`src/exu_ecl_pkg.sv`:
```
`default_nettype none

package exu_ecl_pkg;

   //////////////////////////////////////////////////
   // widths
   //////////////////////////////////////////////////

   // general register width, default for DATA_W
   parameter int GRLEN = 32;

   // one general register value
   typedef logic [GRLEN-1:0] data_t;

   // register index, r0 is the hard zero
   typedef logic [4:0] reg_idx_t;

   // exception code as reported to csr
   typedef logic [5:0] exccode_t;

   //////////////////////////////////////////////////
   // codes
   //////////////////////////////////////////////////

   // interrupts report code 0
   parameter exccode_t EXCCODE_INTR = 6'd0;

endpackage

`default_nettype wire

```
`src/exu_e2m_pipe.sv`:
```
`timescale 1ns/1ps
`default_nettype none

module exu_e2m_pipe #(
   parameter int DATA_W = 32
) (
   input  logic                  clk,
   input  logic                  reset,
   input  logic                  kill_e,

   input  logic                  alu_wen_e,
   input  logic                  mul_valid_e,
   input  logic                  mul_wen_e,
   input  logic                  lsu_valid_e,
   input  logic                  lsu_wen_e,
   input  exu_ecl_pkg::reg_idx_t rf_target_e,
   input  exu_ecl_pkg::reg_idx_t lsu_rd_e,
   input  logic [DATA_W-1:0]     alu_res_e,

   input  logic                  lsu_data_valid,
   input  logic                  lsu_wr_fin,
   input  logic                  lsu_ale_e,

   output logic                  lsu_valid,
   output logic                  mul_valid,
   output logic                  alu_wen_m,
   output logic                  mul_valid_m,
   output logic                  mul_wen_m,
   output exu_ecl_pkg::reg_idx_t rf_target_m,
   output logic [DATA_W-1:0]     alu_res_m,
   output exu_ecl_pkg::reg_idx_t lsu_rd_m,
   output logic                  lsu_wen_m,
   output logic                  stall_req
);

   logic lsu_pend;
   logic lsu_fin;

   // an interrupt taken in E cancels the unit strobes
   assign lsu_valid = lsu_valid_e & ~kill_e;
   assign mul_valid = mul_valid_e & ~kill_e;

   //////////////////////////////////////////////////
   // alu / mul write info, E to M
   //////////////////////////////////////////////////

   always_ff @(posedge clk) begin
      if (reset) begin
         alu_wen_m   <= 1'b0;
         mul_valid_m <= 1'b0;
         mul_wen_m   <= 1'b0;
      end else begin
         alu_wen_m   <= alu_wen_e & ~kill_e;
         mul_valid_m <= mul_valid;
         mul_wen_m   <= mul_wen_e & ~kill_e;
      end
   end

   always_ff @(posedge clk) begin
      rf_target_m <= rf_target_e;
      alu_res_m   <= alu_res_e;
   end

   //////////////////////////////////////////////////
   // load destination and stall tracking
   //////////////////////////////////////////////////

   // held until the next load or store issues
   always_ff @(posedge clk) begin
      if (reset) begin
         lsu_wen_m <= 1'b0;
      end else if (lsu_valid) begin
         lsu_wen_m <= lsu_wen_e;
      end
   end

   always_ff @(posedge clk) begin
      if (lsu_valid) begin
         lsu_rd_m <= lsu_rd_e;
      end
   end

   // an ale aborts the bus request, so it also ends the access
   assign lsu_fin = lsu_data_valid | lsu_wr_fin | lsu_ale_e;

   // a misaligned issue never becomes pending
   always_ff @(posedge clk) begin
      if (reset) begin
         lsu_pend <= 1'b0;
      end else begin
         lsu_pend <= (lsu_valid & ~lsu_ale_e) | (lsu_pend & ~lsu_fin);
      end
   end

   // high already in the issue cycle
   assign stall_req = lsu_pend | lsu_valid;

endmodule

`default_nettype wire

```
`src/exu_ecl.sv`:
```
`timescale 1ns/1ps
`default_nettype none

module exu_ecl #(
   parameter int DATA_W = exu_ecl_pkg::GRLEN
) (
   input  logic                  clk,
   input  logic                  reset,

   // operands
   input  exu_ecl_pkg::reg_idx_t rs1_e,
   input  exu_ecl_pkg::reg_idx_t rs2_e,
   input  logic [DATA_W-1:0]     rf_a_e,
   input  logic [DATA_W-1:0]     rf_b_e,
   input  logic                  b_imm_e,

   // alu and mul
   input  exu_ecl_pkg::reg_idx_t rf_target_e,
   input  logic                  alu_wen_e,
   input  logic [DATA_W-1:0]     alu_res_e,
   input  logic                  mul_valid_e,
   input  logic                  mul_wen_e,
   input  logic [DATA_W-1:0]     mul_res_m,

   // lsu
   input  logic                  lsu_valid_e,
   input  logic                  lsu_wen_e,
   input  exu_ecl_pkg::reg_idx_t lsu_rd_e,
   input  logic [DATA_W-1:0]     lsu_rdata_m,
   input  logic                  lsu_data_valid,
   input  logic                  lsu_wr_fin,
   input  logic                  lsu_ale_e,

   // traps
   input  logic                  valid_e,
   input  logic                  exception_e,
   input  exu_ecl_pkg::exccode_t exccode_e,
   input  logic                  crmd_ie,
   input  logic                  timer_intr,
   input  logic                  ext_intr,

   output logic [DATA_W-1:0]     opnd_a_e,
   output logic [DATA_W-1:0]     opnd_b_e,
   output logic                  lsu_valid,
   output logic                  mul_valid,
   output logic                  except,
   output exu_ecl_pkg::exccode_t exccode,
   output logic                  stall_req,
   output exu_ecl_pkg::reg_idx_t irf_rd_w,
   output logic                  irf_wen_w,
   output logic [DATA_W-1:0]     irf_rd_data_w
);

   logic                  kill_e;
   logic                  alu_wen_m;
   logic                  mul_valid_m;
   logic                  mul_wen_m;
   exu_ecl_pkg::reg_idx_t rf_target_m;
   logic [DATA_W-1:0]     alu_res_m;
   exu_ecl_pkg::reg_idx_t lsu_rd_m;
   logic                  lsu_wen_m;
   exu_ecl_pkg::reg_idx_t rd_m;
   logic                  wen_m;
   logic [DATA_W-1:0]     rd_data_m;

   // lsu base and store data are opnd_a_e / opnd_b_e
   exu_operand_bypass #(.DATA_W(DATA_W)) i_bypass (
      .rs1_e     (rs1_e),
      .rs2_e     (rs2_e),
      .rf_a_e    (rf_a_e),
      .rf_b_e    (rf_b_e),
      .b_imm_e   (b_imm_e),
      .rd_m      (rd_m),
      .rd_w      (irf_rd_w),
      .wen_m     (wen_m),
      .wen_w     (irf_wen_w),
      .rd_data_m (rd_data_m),
      .rd_data_w (irf_rd_data_w),
      .opnd_a_e  (opnd_a_e),
      .opnd_b_e  (opnd_b_e)
   );

   exu_e2m_pipe #(.DATA_W(DATA_W)) i_e2m_pipe (
      .clk            (clk),
      .reset          (reset),
      .kill_e         (kill_e),
      .alu_wen_e      (alu_wen_e),
      .mul_valid_e    (mul_valid_e),
      .mul_wen_e      (mul_wen_e),
      .lsu_valid_e    (lsu_valid_e),
      .lsu_wen_e      (lsu_wen_e),
      .rf_target_e    (rf_target_e),
      .lsu_rd_e       (lsu_rd_e),
      .alu_res_e      (alu_res_e),
      .lsu_data_valid (lsu_data_valid),
      .lsu_wr_fin     (lsu_wr_fin),
      .lsu_ale_e      (lsu_ale_e),
      .lsu_valid      (lsu_valid),
      .mul_valid      (mul_valid),
      .alu_wen_m      (alu_wen_m),
      .mul_valid_m    (mul_valid_m),
      .mul_wen_m      (mul_wen_m),
      .rf_target_m    (rf_target_m),
      .alu_res_m      (alu_res_m),
      .lsu_rd_m       (lsu_rd_m),
      .lsu_wen_m      (lsu_wen_m),
      .stall_req      (stall_req)
   );

   exu_trap_ctrl i_trap_ctrl (
      .clk         (clk),
      .reset       (reset),
      .valid_e     (valid_e),
      .exception_e (exception_e),
      .lsu_ale_e   (lsu_ale_e),
      .exccode_e   (exccode_e),
      .crmd_ie     (crmd_ie),
      .timer_intr  (timer_intr),
      .ext_intr    (ext_intr),
      .except      (except),
      .exccode     (exccode),
      .kill_e      (kill_e)
   );

   exu_wb_select #(.DATA_W(DATA_W)) i_wb_select (
      .clk            (clk),
      .reset          (reset),
      .alu_wen_m      (alu_wen_m),
      .mul_valid_m    (mul_valid_m),
      .mul_wen_m      (mul_wen_m),
      .rf_target_m    (rf_target_m),
      .alu_res_m      (alu_res_m),
      .lsu_rd_m       (lsu_rd_m),
      .lsu_wen_m      (lsu_wen_m),
      .lsu_data_valid (lsu_data_valid),
      .lsu_rdata_m    (lsu_rdata_m),
      .mul_res_m      (mul_res_m),
      .rd_m           (rd_m),
      .wen_m          (wen_m),
      .rd_data_m      (rd_data_m),
      .irf_rd_w       (irf_rd_w),
      .irf_wen_w      (irf_wen_w),
      .irf_rd_data_w  (irf_rd_data_w)
   );

endmodule

`default_nettype wire

```
`src/exu_operand_bypass.sv`:
```
`timescale 1ns/1ps
`default_nettype none

module exu_operand_bypass #(
   parameter int DATA_W = 32
) (
   input  exu_ecl_pkg::reg_idx_t rs1_e,
   input  exu_ecl_pkg::reg_idx_t rs2_e,
   input  logic [DATA_W-1:0]     rf_a_e,
   input  logic [DATA_W-1:0]     rf_b_e,
   input  logic                  b_imm_e,

   input  exu_ecl_pkg::reg_idx_t rd_m,
   input  exu_ecl_pkg::reg_idx_t rd_w,
   input  logic                  wen_m,
   input  logic                  wen_w,
   input  logic [DATA_W-1:0]     rd_data_m,
   input  logic [DATA_W-1:0]     rd_data_w,

   output logic [DATA_W-1:0]     opnd_a_e,
   output logic [DATA_W-1:0]     opnd_b_e
);

   logic rs1_hit_m;
   logic rs1_hit_w;
   logic rs2_hit_m;
   logic rs2_hit_w;
   logic rs2_fwd_en;

   // r0 is never forwarded
   assign rs1_hit_m = wen_m & (rd_m == rs1_e) & (rs1_e != '0);
   assign rs1_hit_w = wen_w & (rd_w == rs1_e) & (rs1_e != '0);

   // immediate rides on rf_b_e, keep it untouched
   assign rs2_fwd_en = ~b_imm_e & (rs2_e != '0);
   assign rs2_hit_m  = rs2_fwd_en & wen_m & (rd_m == rs2_e);
   assign rs2_hit_w  = rs2_fwd_en & wen_w & (rd_w == rs2_e);

   // youngest producer first
   always_comb begin
      if (rs1_hit_m) begin
         opnd_a_e = rd_data_m;
      end else if (rs1_hit_w) begin
         opnd_a_e = rd_data_w;
      end else begin
         opnd_a_e = rf_a_e;
      end
   end

   always_comb begin
      if (rs2_hit_m) begin
         opnd_b_e = rd_data_m;
      end else if (rs2_hit_w) begin
         opnd_b_e = rd_data_w;
      end else begin
         opnd_b_e = rf_b_e;
      end
   end

endmodule

`default_nettype wire

```
`src/exu_trap_ctrl.sv`:
```
`timescale 1ns/1ps
`default_nettype none

module exu_trap_ctrl (
   input  logic                  clk,
   input  logic                  reset,
   input  logic                  valid_e,
   input  logic                  exception_e,
   input  logic                  lsu_ale_e,
   input  exu_ecl_pkg::exccode_t exccode_e,
   input  logic                  crmd_ie,
   input  logic                  timer_intr,
   input  logic                  ext_intr,

   output logic                  except,
   output exu_ecl_pkg::exccode_t exccode,
   output logic                  kill_e
);

   logic valid_prev;
   logic intr_pend;
   logic intr_take;

   // previous valid for edge detect
   always_ff @(posedge clk) begin
      if (reset) begin
         valid_prev <= 1'b0;
      end else begin
         valid_prev <= valid_e;
      end
   end

   // ext_intr acts as hardware interrupt 0
   assign intr_pend = (timer_intr | ext_intr) & crmd_ie;

   // only on the first cycle of a new instruction in E
   assign intr_take = intr_pend & valid_e & ~valid_prev;

   // interrupt wins, the faulting instruction runs again later
   assign except  = intr_take | exception_e | lsu_ale_e;
   assign exccode = intr_take ? exu_ecl_pkg::EXCCODE_INTR : exccode_e;

   // ale depends on the killed lsu valid, so kill only on the interrupt
   assign kill_e = intr_take;

endmodule

`default_nettype wire

```
`src/exu_wb_select.sv`:
```
`timescale 1ns/1ps
`default_nettype none

module exu_wb_select #(
   parameter int DATA_W = 32
) (
   input  logic                  clk,
   input  logic                  reset,

   input  logic                  alu_wen_m,
   input  logic                  mul_valid_m,
   input  logic                  mul_wen_m,
   input  exu_ecl_pkg::reg_idx_t rf_target_m,
   input  logic [DATA_W-1:0]     alu_res_m,
   input  exu_ecl_pkg::reg_idx_t lsu_rd_m,
   input  logic                  lsu_wen_m,
   input  logic                  lsu_data_valid,
   input  logic [DATA_W-1:0]     lsu_rdata_m,
   input  logic [DATA_W-1:0]     mul_res_m,

   output exu_ecl_pkg::reg_idx_t rd_m,
   output logic                  wen_m,
   output logic [DATA_W-1:0]     rd_data_m,
   output exu_ecl_pkg::reg_idx_t irf_rd_w,
   output logic                  irf_wen_w,
   output logic [DATA_W-1:0]     irf_rd_data_w
);

   //////////////////////////////////////////////////
   // M stage select
   //////////////////////////////////////////////////

   // mul shares the alu target, loads keep their own
   assign rd_m = lsu_data_valid ? lsu_rd_m : rf_target_m;

   // any unit claiming the port
   assign wen_m = alu_wen_m | (mul_valid_m & mul_wen_m) | (lsu_wen_m & lsu_data_valid);

   always_comb begin
      if (lsu_data_valid) begin
         rd_data_m = lsu_rdata_m;
      end else if (mul_valid_m) begin
         rd_data_m = mul_res_m;
      end else begin
         rd_data_m = alu_res_m;
      end
   end

   //////////////////////////////////////////////////
   // M to W
   //////////////////////////////////////////////////

   always_ff @(posedge clk) begin
      if (reset) begin
         irf_wen_w <= 1'b0;
      end else begin
         irf_wen_w <= wen_m;
      end
   end

   always_ff @(posedge clk) begin
      irf_rd_w      <= rd_m;
      irf_rd_data_w <= rd_data_m;
   end

endmodule

`default_nettype wire

```
`config.mk`:
```
export PLATFORM = sky130hd
export DESIGN_NAME = exu_ecl
export DESIGN_NICKNAME = d
export VERILOG_FILES = /design/src/exu_ecl_pkg.sv /design/src/exu_e2m_pipe.sv /design/src/exu_ecl.sv /design/src/exu_operand_bypass.sv /design/src/exu_trap_ctrl.sv /design/src/exu_wb_select.sv
export SDC_FILE = /design/constraint.sdc
export NUM_CORES = 1
export LEC_CHECK = 0
export ABC_AREA = 1
export BUFFER_PORTS_ARGS = -buffer_cell sky130_fd_sc_hd__buf_2
export CORE_AREA = 2 2 121 123
export DETAILED_ROUTE_END_ITERATION = 16
export DIE_AREA = 0 0 123 125
export PLACE_DENSITY = 0.78
export RECOVER_POWER = 100
export SLEW_MARGIN = 20
export SYNTH_ARGS = -nofsm -noshare
export SYNTH_HDL_FRONTEND = slang
export SYNTH_SLANG_ARGS = --single-unit
```
`constraint.sdc`:
```
create_clock -name clk -period 1.5 [get_ports clk]
set_input_delay 0 -clock clk [delete_from_list [all_inputs] [get_ports clk]]
set_output_delay 0 -clock clk [all_outputs]
set_load 0.05 [all_outputs]
```
==> summary.md <==
| Metric | Value |
|---|---|
| Routed WL | `28260 um` |
| CTS Buffer Depth | `2` |
| Period minus WS final | `2036 ps` |
| Mapped Cells | `roughly 810` |
| Placed cells | `1306` |
| Crit path DAT | `roughly 2000 ps` |
| Fin cells | `~1400` |
| Slowest-stage cell, CP | `dfxtp_1` |
| Avg Inst Size Synth | `roughly 6.3 um^2` |
| CTS H-tree depth | `3` |
| Area of the multi-input gates | `4154 um^2` |
| Area contributors post-synth | `dfxtp_1 32%, nand2_1 21%, nand4_1 8.2%, nand3_1 7.6%, a21oi_1 6.8%` |
| Relative slew slack | `79.31%` |
| Slew Limit Fails | `0` |
| RSZ-0062 raised after global routing | `true` |
| Tightest Pin Transition | `310.4 ps` |
| Max-cap viol count | `0` |
| Max incr delay on CP | `360 ps` |
| Worst endpoint required time | `about 1500 ps` |
| Failing checks | `negative hold slack, negative setup slack` |
| Worst hold slack | `-4.608 ps` |
| Die Area | `15380 um^2` |
| FILL cells | `1004` |
| Starting Density | `35.61%` |
| Worst-skew pair later-pin latency | `between 300 and 400 ps` |
| Min-delay worst type | `input port to flip-flop` |
| Fin. Hold Viols | `1` |
| Final Cycle Share | `135.8%` |
| Grt total ovfl | `0` |
| Seq/Total Area, Yosys | `35.03%` |
| Post-Syn Nets | `between 1000 and 1500` |
| First-pass GRT wire length | `~38000 um` |
| IO buf count | `approximately 310` |
| Pre-CTS setup slack | `-284.6 ps` |
| I/O pin cnt | `~310` |
| Critical path launch point type | `flip-flop` |
| Per-cell routed wire length | `20.26 um` |
| GRT Resource Usage Total | `between 30% and 40%` |
| Die Height | `~130 um` |
| Max Clk Rate | `0.4911 GHz` |
| Finish-stage setup viols | `64` |
| Num CTS Buffers | `9` |
| Via count | `slightly below 8000` |
| Final net count | `1406` |
| Largest net degree at the start of global routing | `33` |
| Vias in the first global route | `7423` |
| Final core utilization | `73.92%` |
| RePlAce Congestion | `between 0.9 and 1` |
| Cell Area, Synth | `5057 um^2` |
| Cell taking the most area after synthesis | `dfxtp_1` |
| CTS tree | `yes` |
| Crit Path Class | `flip-flop to primary output` |
| CP endpoint kind | `primary output` |
| Clk_skew | `9.779 ps` |
| Initial antenna violation count | `2` |
| Reg area | `between 1500 and 2000 um^2` |
| Critical Path, Cell by Cell | `nand2_1, nand2_1, nand2_2, nor2_4, nand3_4, clkbuf_16, nand3_4, nand2_4, buf_6` |
| Die W | `123 um` |
| Total Power | `roughly 8.3 mW` |
| PnR worst setup slack | `-536.5 ps` |
| Top cell type's share of synthesized area | `32.06%` |
| Worst-path fanout max | `8` |
| Cell Rows | `44` |
| Via/cell ratio | `between 5 and 6` |
| Cell Pwr Density | `791.4 nW/um^2` |
| Ys Warns | `0` |
| Root Driver | `clkbuf_16` |
| Post-synthesis register bit count | `86` |
| Pleak | `5.129 nW` |
| Clock slew at reported path FFs | `approximately 70 ps` |
| Clock Sinks | `86` |
| Share of layout cells above drive strength 1 | `51.61%` |
| Initial DRT Pass Iterations | `6` |
| DR iter-0 viols | `640` |
| Post-route ant nets | `0` |
| Status | `finished, violations left` |
| Peak VDD IR | `739.6 uV` |
| Total core area | `roughly 14000 um^2` |
| Detailed Place HPWL | `16750 um` |
| Post-synth cell types | `27` |
| Drt drc | `0` |
| Area added between synthesis and finish | `107.6%` |
## power breakdown
part           internal, mW  switching [mW]
logic                  1.31            2.13
registers              2.47           0.114
clock network          1.29           0.991
total                  5.08            3.23
## cell usage after synthesis
library cell,count
inv_2,4
clkbuf_1,30
nor2_4,3
nand2_1,278
o21ai_0,1
o21ai_1,3
nand2_4,1
nand2_2,3
o211ai_1,1
dfxtp_1,81
inv_1,58
nor3_1,2
or2_2,1
clkinv_1,2
xnor2_1,1
buf_2,21
a21oi_1,69
nand3_1,77
xor2_1,1
buf_1,1
nand3b_1,32
nor2_1,55
nand3_2,1
nor2_2,4
buf_4,4
nand4_1,66
edfxtp_1,5
## critical path, delay by kind of cell (launching register included)
kind                   cells  cell delay [ps]
DFF                        1              360
buffers and inverters      2              390
and+or+nand+nor            7              930
## flip-flops by register name, summed over array words and instances, names as in the netlist
signal	count
i_wb_select.irf_rd_data_w	32
i_e2m_pipe.lsu_rd_m	5
i_e2m_pipe.alu_res_m	32
i_wb_select.irf_wen_w	1
i_e2m_pipe.mul_valid_m	1
i_e2m_pipe.lsu_wen_m	1
i_e2m_pipe.rf_target_m	5
i_trap_ctrl.valid_prev	1
i_e2m_pipe.mul_wen_m	1
i_e2m_pipe.alu_wen_m	1
i_wb_select.irf_rd_w	5
i_e2m_pipe.lsu_pend	1
## metal layers
| metal | vias up | share of wire, % | track usage (%) |
|---|---|---|---|
| met5 | - | 0 | 0 |
| met4 | 0 | 7.3 | 16.71 |
| met3 | 178 | 9.1 | 7.208 |
| met2 | 542 | 48 | 54.34 |
| met1 | 3559 | 36 | 36.52 |
| li1 | 3452 | - | - |
## stage by stage
step / cell area [um^2] / setup TNS (ps)
4_1_cts: 9529 / -27170
2_1_floorplan: 5548 / -428.4
6_report: 10500 / -30060
3_3_place_gp: 7739 / -9705
5_1_grt: 10500 / -36340
3_5_place_dp: 7739 / -11430
## repair_timing
| item | CTS | global route |
|---|---|---|
| gates cloned | 4 | 8 |
| gates resized for setup | 238 | 165 |
| buffers inserted | 5 | 4 |
| setup endpoints to repair | 66 | 73 |
| hold endpoints to repair | 52 | 0 |
| hold buffers | 53 | 0 |
| pin swaps | 14 | 36 |
## cells by family (layout without fill, tap and decap cells)
family	Yosys count	after routing	synth area share (%)
buffers and inverters	120	524	9.723
AO/OA/AOI/OAI	74	74	7.372
XOR/XNOR	2	2	0.3464
flip-flops	86	86	35.03
AND/OR/NAND/NOR	523	523	47.53
other	0	2	0
## layout by cell type, fill, tap and decap left out, types with 2 or more instances in the layout
| master | netlist | routed |
|---|---|---|
| dfxtp_4 | 0 | 6 |
| edfxtp_1 | 5 | 5 |
| buf_12 | 0 | 20 |
| buf_6 | 0 | 21 |
| inv_6 | 0 | 2 |
| nand2_2 | 3 | 28 |
| clkinv_1 | 2 | 2 |
| buf_2 | 21 | 245 |
| nor2_1 | 55 | 50 |
| nor2_2 | 4 | 5 |
| nand3_2 | 1 | 34 |
| dfxtp_1 | 81 | 73 |
| nor2_4 | 3 | 7 |
| buf_16 | 0 | 4 |
| buf_4 | 4 | 38 |
| nand3b_1 | 32 | 32 |
| a21oi_2 | 0 | 11 |
| dlygate4sd3_1 | 0 | 53 |
| clkbuf_16 | 0 | 15 |
| clkinv_2 | 0 | 2 |
| o21ai_1 | 3 | 2 |
| nand2_4 | 1 | 84 |
| diode_2 | 0 | 2 |
| clkbuf_1 | 30 | 2 |
| nand3_4 | 0 | 33 |
| a21oi_1 | 69 | 58 |
| nand2_1 | 278 | 169 |
| clkinvlp_4 | 0 | 2 |
| nor3_1 | 2 | 2 |
| inv_2 | 4 | 5 |
| nand3_1 | 77 | 11 |
| inv_1 | 58 | 56 |
| buf_8 | 0 | 55 |
| nand4_1 | 66 | 66 |
| dfxtp_2 | 0 | 2 |
## final cells by class
type | instances | share of cell area, %
inverter | 64 | 2.324
sequential | 86 | 17.11
multi-input combinational | 599 | 39.57
timing repair buffer | 444 | 35.93
clock buffer | 9 | 2.145
tap | 184 | 2.193
antenna | 2 | 0.04767
clock inverter | 7 | 0.6793
## final timing paths
kind / from / to / slack [ps] / cells after the start
hold reg to reg: i_e2m_pipe.rf_target_m[0]$_DFF_P_ / i_wb_select.irf_rd_w[0]$_DFF_P_ / 490 / 2
hold / removal: lsu_rdata_m[20] / i_wb_select.irf_rd_data_w[20]$_DFF_P_ / -5 / 3
setup reg to reg: i_trap_ctrl.valid_prev$_SDFF_PP0_ / i_e2m_pipe.mul_valid_m$_SDFF_PP0_ / 120 / 5
setup / recovery: i_e2m_pipe.lsu_wen_m$_SDFFE_PP0P_ / opnd_a_e[6] / -540 / 9
Power figures use the tool's default switching activity.
